File: src/design/frontend_defines.svh
`ifndef FRONTEND_DEFINES_SVH
`define FRONTEND_DEFINES_SVH

////////////////////
// fetch addresses
////////////////////

// first fetch after reset
`define FE_RESET_PC 32'h0000_0100

// rom word address width, 256 words
`define FE_ROM_AW 8

////////////////////
// buffering
////////////////////

// fetch queue entries
`define FE_QUEUE_DEPTH 8

////////////////////
// exception causes
////////////////////

// no exception on this fetch
`define EXC_NOP 6'h3f
// pending interrupt, loongarch ecode 0x0
`define EXC_INT 6'h00
// fetch address error, loongarch ecode 0x8
`define EXC_ADEF 6'h08

`endif

File: src/design/frontend_pkg.sv
`default_nettype none

package frontend_pkg;

    ////////////////////
    // plain vectors
    ////////////////////

    // byte address of an instruction
    typedef logic [31:0] inst_addr_t;
    // raw instruction bits
    typedef logic [31:0] inst_word_t;
    // exception cause, estat.ecode width
    typedef logic [5:0] exc_code_t;

    ////////////////////
    // bundles
    ////////////////////

    // request from pc_gen to the rom
    typedef struct packed {
        logic       valid;
        inst_addr_t pc;
        exc_code_t  exc;
    } fetch_req_t;

    // one fetched instruction with its tag
    typedef struct packed {
        inst_addr_t pc;
        inst_word_t inst;
        exc_code_t  exc;
    } fetch_entry_t;

    // predicted-taken redirect back to pc_gen
    typedef struct packed {
        logic       valid;
        inst_addr_t target;
    } redirect_t;

    // pc_gen start-up fsm
    typedef enum logic {
        PC_RESET,
        PC_RUN
    } pc_state_t;

endpackage

`default_nettype wire

File: src/design/branch_predecode.sv
`default_nettype none
`include "frontend_defines.svh"

module branch_predecode
    import frontend_pkg::*;
(
    input  logic         clk,
    input  logic         rst,
    input  logic         issue_stall,
    input  fetch_entry_t head_entry,
    input  logic         head_valid,
    output logic         pop,
    output fetch_entry_t issue_entry,
    output logic         issue_valid,
    output redirect_t    predict_redir
);

    logic        out_valid;
    logic        is_direct_br;
    logic [25:0] offs26;
    inst_addr_t  br_target;

    assign pop = head_valid && !issue_stall;

    ////////////////////
    // b / bl decode
    ////////////////////

    // opcode 010100 is b, 010101 is bl
    assign is_direct_br = (head_entry.inst[31:27] == 5'b01010) &&
                          (head_entry.exc == `EXC_NOP);

    // offs26 is split, low half sits above the high half
    assign offs26    = {head_entry.inst[9:0], head_entry.inst[25:10]};
    assign br_target = head_entry.pc + {{4{offs26[25]}}, offs26, 2'b00};

    ////////////////////
    // issue register
    ////////////////////

    // held entry shows only once the stall drops
    assign issue_valid = out_valid && !issue_stall;

    always_ff @(posedge clk) begin
        if (pop) begin
            issue_entry          <= head_entry;
            predict_redir.target <= br_target;
        end
        if (rst) begin
            out_valid           <= 1'b0;
            predict_redir.valid <= 1'b0;
        end else begin
            // always taken, one pulse per popped branch
            predict_redir.valid <= pop && is_direct_br;
            if (!issue_stall) begin
                out_valid <= head_valid;
            end
        end
    end

    // the redirect flushes the queue, so the next head cannot pop
    a_redir_single: assert property (@(posedge clk) disable iff (rst)
        predict_redir.valid |=> !predict_redir.valid);

endmodule

`default_nettype wire

File: config.mk
export PLATFORM = sky130hd
export DESIGN_NAME = branch_predecode
export DESIGN_NICKNAME = d
export VERILOG_FILES = /design/src/design/frontend_pkg.sv /design/src/design/branch_predecode.sv
export VERILOG_INCLUDE_DIRS = /design/src /design/src/design
export SDC_FILE = /design/constraint.sdc
export NUM_CORES = 1
export LEC_CHECK = 0
export BUFFER_PORTS_ARGS = -buffer_cell sky130_fd_sc_hd__buf_2
export CAP_MARGIN = 5
export CORE_MARGIN = 2
export CORE_UTILIZATION = 44
export DETAILED_ROUTE_END_ITERATION = 8
export PLACE_DENSITY = 0.88
export SLEW_MARGIN = 20
export SYNTH_ARGS = -nofsm -noshare
export SYNTH_HDL_FRONTEND = slang
export SYNTH_SLANG_ARGS = --single-unit
File: constraint.sdc
create_clock -name clk -period 2.7 [get_ports clk]
set_input_delay 0.27 -clock clk [delete_from_list [all_inputs] [get_ports clk]]
set_output_delay 0.27 -clock clk [all_outputs]
set_load 0.05 [all_outputs]
* Word-level counts from Yosys, hierarchy flattened
Cells that the tools add are included.
Widths: inputs -> output; s select.
** Word-level totals
- Logic and storage cells :: 14
- Bits of input ports :: 74
- Register bits :: 104
** Cells by class
- Add/sub/neg operators :: 1
- Reductions and logical operators :: 5
- Equality and inequality tests :: 2
** Operators by type and width (number)
- $add 32x32->32 :: 1
- $eq 6x6->1 const B :: 1
- $eq 5x4->1 const B :: 1
- $logic_and 1x1->1 :: 4
- $logic_not 1->1 :: 1

* Depth between registers and ports, before layout
- Word-level depth :: 3
- Depth in mapped cells :: 10

* Worst setup path before layout
OpenSTA, ideal clock, no wires.
- Kind :: input-to-reg
- From :: in issue_stall
- To :: reg issue_entry[0] (netlist bit) (enable)
- Buffers on the path :: 0
- Library setup time :: 0.468 ns
- Arrival :: 2.663 ns
- Stages :: 2
- Slack :: -0.431 ns
- Data required time :: 2.232 ns
- Cells stage by stage :: nand2b_1 > inv_1
** On the way
- Longest elaborated chain between the ends :: 2
** RTL lines
- start: declaration :: RTL line branch_predecode.sv:9 : input logic issue_stall,
- $logic_not 1->1
- $logic_and 1x1->1 :: RTL line branch_predecode.sv:23 : assign pop = head_valid && !issue_stall;
- net pop :: RTL line branch_predecode.sv:12 : output logic pop,
- end signal: assignment :: RTL line branch_predecode.sv:46 : issue_entry <= head_entry;
- end: declaration :: RTL line branch_predecode.sv:13 : output fetch_entry_t issue_entry,
The timed path passes the listed nets, and every way through them passes these cells.
A chain may end at the register's enable or synchronous reset.

* Worst setup path in the final report
- From :: in head_entry[16] (netlist bit)
- To :: reg predict_redir[28] (netlist bit), data pin
** On the way
- Longest elaborated chain between the ends :: 1
** RTL lines
- start: declaration :: RTL line branch_predecode.sv:10 : input fetch_entry_t head_entry,
- $add 32x32->32 :: RTL line branch_predecode.sv:35 : assign br_target = head_entry.pc + {{4{offs26[25]}}, offs26, 2'b00};
- net br_target[28] :: RTL line branch_predecode.sv:21 : inst_addr_t br_target;
- end: declaration :: RTL line branch_predecode.sv:15 : output redirect_t predict_redir
The timed path passes the listed nets, and every way through them passes these cells.

==> qor.csv <==
metric,value,unit
status,finished clean,
RSZ-0062 raised after global routing,no,
post-CTS setup buffers,0,
CTS tree,yes,
Worst Hold Endpoint,out_valid,
final worst path period need,2.13,ns
hold_sp,rst,
area delta synth->final,26.7,%
Die Y,108,um
Initial DRC Count,255,
most numerous cell in the Yosys netlist,edfxtp_1,
Finished Core Util,57.6,%
Slew Limit Fails,0,
Worst Path Arrival,2.26,ns
Routed WL,10300,um
final period utilization,79.0,%
Worst-path clk slew,0.09,ns
Clock Skews,0,ns
CP max FO,3,
largest net degree at the start of global routing,42,
io pins,179,
Reg2Reg Depth,2,
LEAKAGE,2.46,nW
Psw,1.35,mW
Longest Clk Path Bufs,2,
Fin Hold WS,0.0532,ns
drt via density,5.23,
die area,11600,um2
Hold Path Class,input pin to register,
DRT antenna net count,0,
Worst Setup Path Type,input pin to register,
CP cell instances,buf_2 > ha_1 > inv_1 > fa_1 > nor2b_1 > o21a_1 > a211oi_2 > a21o_1 > a21oi_1 > o21ai_0 > xnor2_1,
Switching Share,34.7,%
Syn. warnings,0,
ys flop type,edfxtp_1,
Yosys cell types,45,
Worst-Skew Late Latency,0.37,ns
clock root buffer,clkbuf_8,
Rows,37,
die width,108,um
DRC Markers,0,
max-cap violations,0,
crit start category,input pin,
WL/cell,15.7,um
Clock Power Share,22.4,%
Post-Syn Area,4720,um2
slew margin rel.,71.6,%
Post-synth EDFFs,100,
Critical-path top delay cell,fa_1,
hold path depth,2,
VDD IR max,0.316,mV
Crit. Startpoint,head_entry[16],
all-layer global routing usage,18.0,%
r2r setup slk,2.09,ns
initial core utilization,45.5,%
Design Power,3.89,mW
Synth area leaders,"edfxtp_1 64%, ha_1 7.7%, xnor2_1 3.3%",
r2r endpoint,out_valid,
placed cells,638,
initial antenna violation count,0,
post-route non-filler standard cell count,654,
layout cells sized above 1,41.3,%
Yosys top cell area share,63.7,%
first-pass GRT wire length,16000,um
vias in the first global route,3393,
nets,617,
clock sink total,102,
P_int,2.54,mW
Core Footprint,10400,um2
syn nets,429,
combinational share of power,28.0,%
CP required,2.83,ns
post-cts repair resize count,0,
Synth top cells by count,"100 x edfxtp_1, 30 x a21oi_1, 29 x ha_1",
grt ovf,0,
Placer Congestion,0.884,
#FFs+latches synth,102,
TritonCTS buffer count,9,
post-DP HPWL,8040,um
H-Tree Depth,3,
synthesized area per cell,14.5,um2
"Hold-fix buffers, CTS",0,
final hold violations,0,
RR Startpoint,out_valid,
First-pass DRT Iterations,5,
cell taking the most area after synthesis,edfxtp_1,
cell area power density,651,nW/um2
Critical Path Sink Type,register,
sequential share of power,49.6,%
setup TNS,0,ns
Worst path max stage delay,0.40,ns
Vias,3421,
# diodes,0,
register area share after synthesis,64.5,%
Port Buffers,178,
Tightest Pin Transition,0.425,ns
max frequency,0.469,GHz
Post-Synthesis Cells,325,
Synth async-reset ratio,0,%
setup violators final,0,
[sequential cells by signal, indices dropped and copies added, names as in the netlist]
register	flops
predict_redir	31
out_valid	1
issue_entry	70
[how the worst max path moves through the flow]
stage	to	cells past startpoint	slack (ns)
after CTS	predict_redir[28]	11	0.60
after floorplan	issue_entry[0]	2	0.15
final	predict_redir[28]	11	0.57
after global routing	predict_redir[28]	11	0.41
after detailed placement	predict_redir[28]	11	0.20
after global placement	predict_redir[22]	11	0.28
[power by group through the flow]
| stage | Combinational (mW) | Sequential, mW | Clock (mW) |
|---|---|---|---|
| 2_1_floorplan | 0.383 | 2.40 | 0 |
| 3_3_place_gp | 1.07 | 1.96 | 0 |
| 3_5_place_dp | 1.09 | 1.97 | 0 |
| 4_1_cts | 1.09 | 1.93 | 0.900 |
| 5_1_grt | 1.16 | 1.94 | 0.948 |
| 6_report | 1.09 | 1.93 | 0.871 |
[cell usage in the layout, fill, tap and decap left out, types with 7 or more instances in the layout]
cell type,instances
ha_1,29
a21oi_1,30
o21ai_0,13
xnor2_1,18
nand4_1,7
a21o_1,10
nor2_1,15
edfxtp_1,100
clkbuf_8,9
xor2_1,10
inv_1,8
nand2_1,21
buf_2,178
[per-layer routing]
layer	part of all wire, %	routed length (um)	global-route usage, %
met1	39	4050	21.2
met2	51	5210	30.6
met3	7.3	754	4.90
met4	2.6	272	8.06
met5	0	0	0
[final cells by class]
cell class,instances,area [um2]
Clock inverter,6,43.8
Multi-Input combinational cell,210,1620
Sequential cell,102,3040
Clock buffer,10,128
Tap cell,136,170
Fill cell,852,4390
Timing Repair Buffer,181,938
Inverter,9,37.5
[through the flow]
| step | instance area (um2) | setup slack, ns |
|---|---|---|
| floorplan | 4720 | 0.153 |
| finish | 5980 | 0.568 |
| global route | 5980 | 0.406 |
| detailed placement | 5810 | 0.195 |
| global placement | 5810 | 0.276 |
| CTS | 5980 | 0.599 |
[cell families (layout without fill, tap and decap cells)]
family / after synthesis / in the layout / share of synthesized area, %
adder cells (fa/ha/maj): 30 / 30 / 8.12
AO/OA/AOI/OAI: 87 / 87 / 14.1
flip-flops: 102 / 102 / 64.5
AND/OR/NAND/NOR: 65 / 65 / 6.87
buffers and inverters: 13 / 206 / 1.19
XOR/XNOR: 28 / 28 / 5.20
[worst max-delay path: cells and delay by family]
kind	cells	cell delay, ns
AO/OA/AOI/OAI	5	0.86
AND/OR/NAND/NOR	1	0.22
XOR/XNOR	1	0.15
buffers and inverters	2	0.16
adder cells (fa/ha/maj)	2	0.60
(Power assumes the default switching activity.)
