==> src/design/frontend_defines.svh <==
`ifndef FRONTEND_DEFINES_SVH
`define FRONTEND_DEFINES_SVH

////////////////////
// fetch addresses
////////////////////

// first fetch after reset
`define FE_RESET_PC 32'h0000_0100

// rom word address width, 256 words
`define FE_ROM_AW 8

////////////////////
// buffering
////////////////////

// fetch queue entries
`define FE_QUEUE_DEPTH 8

////////////////////
// exception causes
////////////////////

// no exception on this fetch
`define EXC_NOP 6'h3f
// pending interrupt, loongarch ecode 0x0
`define EXC_INT 6'h00
// fetch address error, loongarch ecode 0x8
`define EXC_ADEF 6'h08

`endif

==> src/design/frontend_pkg.sv <==
`default_nettype none

package frontend_pkg;

    ////////////////////
    // plain vectors
    ////////////////////

    // byte address of an instruction
    typedef logic [31:0] inst_addr_t;
    // raw instruction bits
    typedef logic [31:0] inst_word_t;
    // exception cause, estat.ecode width
    typedef logic [5:0] exc_code_t;

    ////////////////////
    // bundles
    ////////////////////

    // request from pc_gen to the rom
    typedef struct packed {
        logic       valid;
        inst_addr_t pc;
        exc_code_t  exc;
    } fetch_req_t;

    // one fetched instruction with its tag
    typedef struct packed {
        inst_addr_t pc;
        inst_word_t inst;
        exc_code_t  exc;
    } fetch_entry_t;

    // predicted-taken redirect back to pc_gen
    typedef struct packed {
        logic       valid;
        inst_addr_t target;
    } redirect_t;

    // pc_gen start-up fsm
    typedef enum logic {
        PC_RESET,
        PC_RUN
    } pc_state_t;

endpackage

`default_nettype wire

==> src/design/fetch_queue.sv <==
`default_nettype none
`include "frontend_defines.svh"

module fetch_queue
    import frontend_pkg::*;
(
    input  logic         clk,
    input  logic         rst,
    input  logic         flush,
    input  fetch_entry_t rom_entry,
    input  logic         rom_entry_valid,
    input  logic         pop,
    output fetch_entry_t head_entry,
    output logic         head_valid,
    output logic         fetch_pause
);

    localparam int DEPTH = `FE_QUEUE_DEPTH;
    localparam int PW    = $clog2(DEPTH);

    localparam logic [PW-1:0] PTR_LAST    = PW'(DEPTH - 1);
    localparam logic [PW:0]   FULL_LEVEL  = (PW+1)'(DEPTH);
    // room left for the rom output and the pending request
    localparam logic [PW:0]   PAUSE_LEVEL = (PW+1)'(DEPTH - 2);

    fetch_entry_t  mem [DEPTH];
    logic [PW-1:0] wr_ptr;
    logic [PW-1:0] rd_ptr;
    logic [PW:0]   count;
    logic          wr_en;
    logic          rd_en;

    // wrong-path entry arriving with a flush is not stored
    assign wr_en = rom_entry_valid && !flush;
    assign rd_en = pop;

    ////////////////////
    // head and status
    ////////////////////

    assign head_entry = mem[rd_ptr];
    // stale head is hidden while flushing
    assign head_valid  = (count != '0) && !flush;
    assign fetch_pause = count >= PAUSE_LEVEL;

    // entry storage
    always_ff @(posedge clk) begin
        if (wr_en) begin
            mem[wr_ptr] <= rom_entry;
        end
    end

    // pointers and occupancy
    always_ff @(posedge clk) begin
        if (rst || flush) begin
            wr_ptr <= '0;
            rd_ptr <= '0;
            count  <= '0;
        end else begin
            if (wr_en) begin
                wr_ptr <= (wr_ptr == PTR_LAST) ? '0 : wr_ptr + 1'b1;
            end
            if (rd_en) begin
                rd_ptr <= (rd_ptr == PTR_LAST) ? '0 : rd_ptr + 1'b1;
            end
            case ({wr_en, rd_en})
                2'b10:   count <= count + 1'b1;
                2'b01:   count <= count - 1'b1;
                default: count <= count;
            endcase
        end
    end

    // early pause in pc_gen must keep the queue from overflowing
    a_no_write_full: assert property (@(posedge clk) disable iff (rst)
        wr_en |-> count != FULL_LEVEL);

    // consumer only pops a valid head
    a_no_pop_empty: assert property (@(posedge clk) disable iff (rst)
        rd_en |-> count != '0);

endmodule

`default_nettype wire

==> config.mk <==
export PLATFORM = sky130hd
export DESIGN_NAME = fetch_queue
export DESIGN_NICKNAME = d
export VERILOG_FILES = /design/src/design/frontend_pkg.sv /design/src/design/fetch_queue.sv
export VERILOG_INCLUDE_DIRS = /design/src /design/src/design
export SDC_FILE = /design/constraint.sdc
export NUM_CORES = 1
export LEC_CHECK = 0
export ABC_AREA = 1
export ABC_CLOCK_PERIOD_IN_PS = 5820
export BUFFER_PORTS_ARGS = -buffer_cell sky130_fd_sc_hd__buf_2
export CAP_MARGIN = 20
export CORE_MARGIN = 2
export CORE_UTILIZATION = 40
export CTS_CLUSTER_SIZE = 40
export DETAILED_ROUTE_END_ITERATION = 12
export PLACE_DENSITY_LB_ADDON = 0.12
export SETUP_SLACK_MARGIN = 0.2
export SKIP_LAST_GASP = 1
export SYNTH_ARGS = -nofsm -noshare
export SYNTH_HDL_FRONTEND = slang
export SYNTH_SLANG_ARGS = --single-unit
==> constraint.sdc <==
create_clock -name clk -period 5.82 [get_ports clk]
set_input_delay 0.873 -clock clk [delete_from_list [all_inputs] [get_ports clk]]
set_output_delay 0.873 -clock clk [all_outputs]
set_load 0.02 [all_outputs]
## Word level (Yosys, flattened, before mapping)

Memory sizes are Yosys's and may differ from the RTL's. A register that Yosys moved wholly into a read port is not among the register bits.
Index checks and enable logic that the tools add are counted.

- Memory bits (writable): 560
- Input bits: 75
- Word-level logic and storage cells: 26
- Bits in latches: 0
- Memories kept: 1
- ROM bits: 0
- Register bits: 10

- Bitwise logic cells: 0
- Reduce and logical (&&, ||, !) cells: 6
- $mul: 0
- Shift-type cells: 0
- Mux-type cells: 7
- $lt $le $gt $ge: 1
- Equality and inequality tests: 4
- Div/mod/pow operators: 0
- Add/sub/neg operators: 4

Memories:

| name | words | width | read ports | clocked after memory_dff | write ports | line | text |
|---|---|---|---|---|---|---|---|
| mem | 8 | 70 | 1 | 1 | 1 | fetch_queue.sv:26 | `fetch_entry_t mem [DEPTH];` |

Operators by type and width:

| operator | count |
|---|---|
| two-way mux 3 bit | 4 |
| one-hot mux 4 bit (2 select lines) | 1 |
| adder 3 x 1 -> 3 bit, second input constant | 2 |
| == test 3 bit, second input constant | 2 |
| adder 4 x 1 -> 4 bit, second input constant | 1 |
| greater-or-equal comparator 4 x 3 -> 1 bit, second input constant | 1 |
| nonzero test 4 bit | 1 |
| subtractor 4 x 1 -> 4 bit, second input constant | 1 |
| == test 2 x 1 -> 1 bit, second input constant | 1 |
| == test 2 bit, second input constant | 1 |
| logical AND 1 bit | 2 |
| two-way mux 1 bit | 2 |
| nonzero test 2 bit | 1 |
| zero test 1 bit | 1 |
| logical OR 1 bit | 1 |

## Logic depth before layout (Yosys ltp)

Gate-level depths: netlist (run 1).

- Depth in word-level cells: 4
- Gate-level depth with buffers: 12

## Worst setup path after synthesis (run 1)

OpenSTA, ideal clock, no wires.

- Path type: input to register
- Start point: input rom_entry_valid
- End point: memory mem[1][0] (netlist bit) (enable)
- Stages: 6
- Data required time: 5.322 ns
- Slack: 1.116 ns
- Arrival: 4.206 ns
- Buffers on the path: 0
- Path through: inv_1 -> nor2_1 -> inv_1 -> nor2_1 -> inv_1 -> nor2_1

- Longest elaborated chain between the ends: 3

Ends and longest elaborated chain:

| what | line | text |
|---|---|---|
| start, declared | fetch_queue.sv:11 | `input logic rom_entry_valid,` |
| logical AND 1 bit | fetch_queue.sv:34 | `assign wr_en = rom_entry_valid && !flush;` |
| two-way mux 1 bit | fetch_queue.sv:48 | `if (wr_en) begin` |
| two-way mux 1 bit (not written as such) | fetch_queue.sv:49 | `mem[wr_ptr] <= rom_entry;` |
| end, declared | fetch_queue.sv:26 |  |

No other way between the ends.

==> results of run 1 <==
## layout by cell type (no fill, tap or decap), types with 13 or more instances in the layout
master       n
o22ai_1     70
o21ai_1     62
nand2_1    225
edfxtp_1   560
o21ai_0    225
clkbuf_16   62
inv_1       13
nor2_1     289
clkbuf_1    13
mux2i_1     70
buf_2      146
buf_4       19
clkinv_2    14
clkinv_1    17
## worst min path at each step
stage,start,to,cells past startpoint
final,rd_ptr[1]$_SDFFE_PP0P_,flip-flop,2
after global routing,rom_entry[42],mem[7][42]$_DFFE_PP_,1
after CTS,rom_entry[42],mem[4][42]$_DFFE_PP_,1
after detailed placement,rd_ptr[1]$_SDFFE_PP0P_,flip-flop,2
after global placement,rd_ptr[1]$_SDFFE_PP0P_,flip-flop,2
after floorplan,rd_ptr[1]$_SDFFE_PP0P_,flip-flop,2
## stage by stage
step	worst slack (ns)	instances
2_1_floorplan	1.12	1663
3_3_place_gp	2.24	2481
3_5_place_dp	2.25	2481
4_1_cts	1.57	2590
5_1_grt	1.37	2592
6_report	1.61	2595
## sequential cells by signal (all words and copies together), names as in the netlist, named ones only
| name | flops |
|---|---|
| count | 4 |
| mem | 560 |
| rd_ptr | 3 |
| wr_ptr | 3 |
## worst max-delay path: cells and delay by family (launching register included)
family                 cells  cell delay, ns
AND/OR/NAND/NOR            2            0.18
multiplexers               1            0.18
flip-flops                 1            0.81
AO/OA/AOI/OAI              1            0.36
buffers and inverters      2            1.09
## metal layers
layer | up-vias | track usage, % | wire, microns
li1 | 6310 | - | -
met2 | 255 | 29.4 | 25000
met1 | 6567 | 25.0 | 23800
met5 | - | 0 | 53
met4 | 8 | 4.80 | 840
met3 | 69 | 3.66 | 2600
## where the power goes
part	internal (W)	switching, W
Combinational	0.000117	0.000274
Clock	0.00197	0.00153
Sequential	0.00457	0.0000177
Total	0.00666	0.00182
## logic make-up (layout without fill, tap and decap cells)
logic type | count (synthesis) | count (layout)
xor gates and xnor gates | 2 | 2
AOI/OAI and AO/OA | 368 | 368
adders and majority gates | 7 | 7
and+or+nand+nor | 528 | 528
DFF | 573 | 573
other | 0 | 4
muxes | 70 | 70
buffers and inverters | 115 | 295
## layout make-up
type,instances,area [sq um]
fillers,4965,29500
flip-flops and latches,573,17100
multi-input cells,975,4790
clock buffers,75,1600
repair buffers,171,1000
well taps,748,936
clock inverters,34,191
inverters,15,62.6
diodes,4,10.0
==> impl_metrics.toml, run 1 <==
[power]
power_w = 0.00848
power_density_nw_per_um2 = 330
ir_drop_v = 0.000239
power.leakage_nw = 8.72

[grt]
grt_usage_pct = 18.1
grt.overflow.total = 0
grt_pass1_wl_mm = 78.2
antenna_found_initial = 8
grt_max_degree = 161
grt_pass1_vias = 12859

[final_layout]
final_area_sq_um = 25700
final_nets = 1878
postLayoutCoreUtil_pct = 46.5
drive_gt1_share_pct = 14.3
synthToLayoutAreaGrowth_pct = 14.6

[sta]
tightest_slew_ns = 1.10
setup_viol = 0
fin_tns_setup_ns = 0
slew_headroom_pct = 27.0
rsz0062_at_grt = "false"
hold_viol_final = 0
fin_crit_sh_pct = 72.3
fin_hold_ws_ns = 0.485
min_period_ns = 4.21
fin_skew_ns = 0.0299
drv_slew = 0
fmax_mhz = 238

[placed_design]
port_buffers = 146
dpl_cell_area_sq_um = 23900
hpwl_mm = 26.8
gp_congestion = 0.741

[worst_setup_path]
r2r_start = "wr_ptr[0]$_SDFFE_PP0P_"
crit_path_end_kind = "output port"
worstSetupEndpoint = "head_entry[9]"
cp_common_cell = "nand2_1"
worstSetupStartpointType = "flip-flop"
worst_ep_arrival_time_ns = 3.33
ff2ff_setup_slack_ns = 3.38
crit_slowest_cell = "buf_4"
worstRegToRegCells = 4
required_ns = 4.95
r2r-end = "mem[4][66]$_DFFE_PP_"
max_stage_delay_ns = 0.93
path_class = "reg2out"
path_cells = "buf_4, mux2i_1, o22ai_1, nand2_1, nand2_1, buf_2"
critPathMaxFanout = 89

[detailed_routing]
drtAntennaViolNets = 0
detail_route.vias_per_cell = 5.09
wirelength_mm = 52.3
dr_total_vias = 13209
routedWlPerCell_microns = 20.2
drc = 0
drtIter0Drc = 847
firstDrtPassIters = 5

[cts]
htreeDepth = 2
postCtsSetupBuffers = 0
cts_num_sinks = 573
cts_tree = "built"
cts_resized = 0
clk_pin_slew_ns = 0.06
clockRootBuffer = "clkbuf_16"
clock_path_buffers = 3
clock_latency_ns = 0.62
holdBufCountCts = 0
cts_buffers = 60

[logic_synthesis]
synthCells = 1663
synth_xor_area_share_pct = 0.0782
yosys.area_share.adder_pct = 0.391
ys_ff_latch = 573
synth_edf_count = 560
synth_fp_nets = 1745
synth-compound-area-share_pct = 8.62
synth_top_area_share_pct = 75.0
synthSimpleGateAreaFrac_pct = 8.89
synth_ff_type = "edfxtp_1"
synth_top_family_by_area = "simple AND/OR/NAND/NOR gates"
postSynth.asyncResetShare_pct = 0
ys_types = 25
yosysMostFrequentCell = "edfxtp_1"
synthesis.area_sq_um = 22400
yosysWarnings = 0
synth_common_cells = "edfxtp_1, nor2_1, nand2_1, o21ai_0"
synth_mux_area_share_pct = 3.13
yosysSeqAreaShare_pct = 76.2
synthTopCellsByArea = "edfxtp_1, o21ai_0, nor2_1"
avgSynthCellArea_sq_um = 13.5
yosys.area.top_type = "edfxtp_1"

[die]
start_util_pct = 40.6
rows = 86
coreArea_sq_um = 55200
die_w_microns = 241
num_io_pins = 147
fp.dieArea_sq_um = 57900
die_h_microns = 241

[worst_hold_path]
hp-class = "reg2reg"

[run_status]
status = "finished clean"

[run]
maxCapViolations = 0
(Power assumes the default switching activity.)
==> inputs of run 2 (changes only) <==
--- a/config.mk
+++ b/config.mk
@@ -6,8 +6,8 @@
 export SDC_FILE = /design/constraint.sdc
 export NUM_CORES = 1
 export LEC_CHECK = 0
-export ABC_AREA = 1
-export ABC_CLOCK_PERIOD_IN_PS = 5820
+export ABC_AREA = 0
+export ABC_CLOCK_PERIOD_IN_PS = 4300
 export BUFFER_PORTS_ARGS = -buffer_cell sky130_fd_sc_hd__buf_2
 export CAP_MARGIN = 20
 export CORE_MARGIN = 2
==> constraint.sdc (replaced) <==
create_clock -name clk -period 4.3 [get_ports clk]
set_input_delay 0.645 -clock clk [delete_from_list [all_inputs] [get_ports clk]]
set_output_delay 0.645 -clock clk [all_outputs]
set_load 0.02 [all_outputs]
==> run 2 against run 1 <==
Against the previous run:
- worst setup slack got worse by 0.66 ns
- synthesized area down 3.3%
- hold slack got worse by 0.17 ns
- utilization is 0.25 points higher
- clock power rose by 30%
- sequential cell count unchanged
- global-route usage shrank 2.0 points
- largest power group unchanged
- wire length is 15% lower
- final cell count fell by 30%
- power rose by 32%
==> impl_metrics.toml, run 2 <==
[final_layout]
drive_gt1_share_pct = 41.4
final_nets = 1160
layout_commonest_cell = "edfxtp_1"
final_cell_mix = "edfxtp_1, buf_2, mux4_2"
fill_cells = 4418
top_register = "mem"
largest_reg_flops = 560
synthToLayoutAreaGrowth_pct = 15.9
largestRegisters = "mem (560), count (4)"

[sta]
fmax_mhz = 298
drv_slew = 0
fin_crit_sh_pct = 77.9
hold_viol_final = 0
fin_hold_ws_ns = 0.311
rsz0062_at_grt = "false"
min_period_ns = 3.35
tightest_slew_ns = 0.801
slew_headroom_pct = 46.6
fin_skew_ns = 0.0164
setup_viol = 0

[cts]
clock_latency_ns = 0.60
postCtsSetupBuffers = 0
clock_path_buffers = 3
cts_resized = 0
clockRootBuffer = "clkbuf_16"
clk_pin_slew_ns = 0.06
cts_tree = "built"
htreeDepth = 2
cts_buffers = 59
holdBufCountCts = 0
cts_num_sinks = 573

[logic_synthesis]
synth_common_cells = "edfxtp_1, mux4_2, mux2_2"
postSynth.asyncResetShare_pct = 0
synth_fp_nets = 970
yosysWarnings = 0
ys_ff_latch = 573
synth_top_area_share_pct = 77.6
avgSynthCellArea_sq_um = 24.4
synth_edf_count = 560
yosys.area.top_type = "edfxtp_1"
synth_ff_type = "edfxtp_1"
ys_types = 26
yosysSeqAreaShare_pct = 78.8
yosysMostFrequentCell = "edfxtp_1"
synthCells = 888
synthTopCellsByArea = "edfxtp_1, mux4_2, mux2_2"
synthesis.area_sq_um = 21700

[worst_setup_path]
critPathMaxFanout = 22
required_ns = 3.65
crit_path_end_kind = "output port"
ff2ff_setup_slack_ns = 2.10
worstSetupStartpointType = "flip-flop"
worst_ep_arrival_time_ns = 2.71
path_class = "reg2out"

[power]
power.leakage_nw = 7.91
power_w = 0.0112
ir_drop_v = 0.000307
power_density_nw_per_um2 = 447

[run]
maxCapViolations = 0

[detailed_routing]
wirelength_mm = 44.3
drtIter0Drc = 685
detail_route.vias_per_cell = 5.22
firstDrtPassIters = 4
drc = 0
drtAntennaViolNets = 0
dr_total_vias = 9481
routedWlPerCell_microns = 24.4

[placed_design]
port_buffers = 146
gp_congestion = 0.682
hpwl_mm = 23.5

[run_status]
status = "finished clean"

[grt]
grt_pass1_vias = 10183
antenna_found_initial = 5
grt_max_degree = 75
grt_pass1_wl_mm = 66.6
grt.overflow.total = 0
grt_usage_pct = 16.1

[die]
fp.dieArea_sq_um = 56100
rows = 85
num_io_pins = 147
die_w_microns = 237
die_h_microns = 237
coreArea_sq_um = 53700
start_util_pct = 40.4

[worst_hold_path]
hp-class = "in2reg"
==> run 2: cell count changes in the layout (fill, tap and decap cells not counted), sizes merged, moves of 3 or more <==
cell	before	now
diode	4	1
o22ai	70	0
o21ai	287	2
a21oi	10	5
nand2b	0	3
mux2i	70	6
nand2	225	2
mux2	0	70
clkbuf	75	79
nor2	297	18
mux4	0	140
inv	14	4
clkinv	33	22
==> run 2: final timing paths <==
check,startpoint,endpoint,cells past startpoint
worst max-delay path,flip-flop,head_entry[26],4
worst min-delay path,rom_entry[42],mem[5][42]$_DFFE_PP_,1
worst max register to register,wr_ptr[0]$_SDFFE_PP0P_,mem[3][25]$_DFFE_PP_,3
worst min register to register,count[3]$_SDFFE_PP0P_,count[3]$_SDFFE_PP0P_,2
==> run 2: routing by layer <==
layer  track usage (%)  vias up  share of wire, %  routed length, microns
met5                 0        -              0.13                      56
met4              4.53       10               1.7                     771
met3              3.61       62               5.2                    2320
met2              25.9      183                49                   21600
met1              22.3     5065                44                   19500
li1                  -     4161                 -                       -
==> run 2: power breakdown <==
group / switching, W / internal, W
clock: 0.00198 / 0.00259
combinational: 0.000267 / 0.000201
sequential: 0.0000191 / 0.00618
total: 0.00226 / 0.00897
==> run 2: critical path: stages, from the launching register on <==
cell	delay, ns
dfxtp_4	0.66
buf_4	0.43
mux4_2	0.56
mux2_2	0.28
buf_2	0.16
==> run 2: per-stage QoR <==
stage	setup TNS (ns)	area [sq um]	instances	worst slack (ns)	util, %
floorplan	-53.00	21700	888	-0.252	-
global placement	0	23400	1713	1.49	43.6
detailed placement	0	23400	1713	1.48	43.6
CTS	0	25100	1816	0.829	46.8
global route	0	25100	1816	0.750	46.8
finish	0	25100	1817	0.949	46.8
==> run 2: area by class of cell <==
type | count | area, sq um | area share (%)
repair buffers | 171 | 1040 | 4.15
clock buffers | 79 | 1570 | 6.26
diodes | 1 | 2.50 | 0.00996
multi-input cells | 270 | 4400 | 17.5
inverters | 3 | 11.3 | 0.0448
well taps | 696 | 871 | 3.47
clock inverters | 24 | 130 | 0.518
flip-flops and latches | 573 | 17100 | 68.0
==> run 2: cells by family (layout without fill, tap and decap cells) <==
logic type	Yosys count	count (layout)	synth area share, %
and+or+nand+nor	35	35	0.768
buffers and inverters	45	277	1.24
DFF	573	573	78.8
adders and majority gates	7	7	0.404
muxes	216	216	18.5
other	0	1	0
xor gates and xnor gates	3	3	0.121
AOI/OAI and AO/OA	9	9	0.237
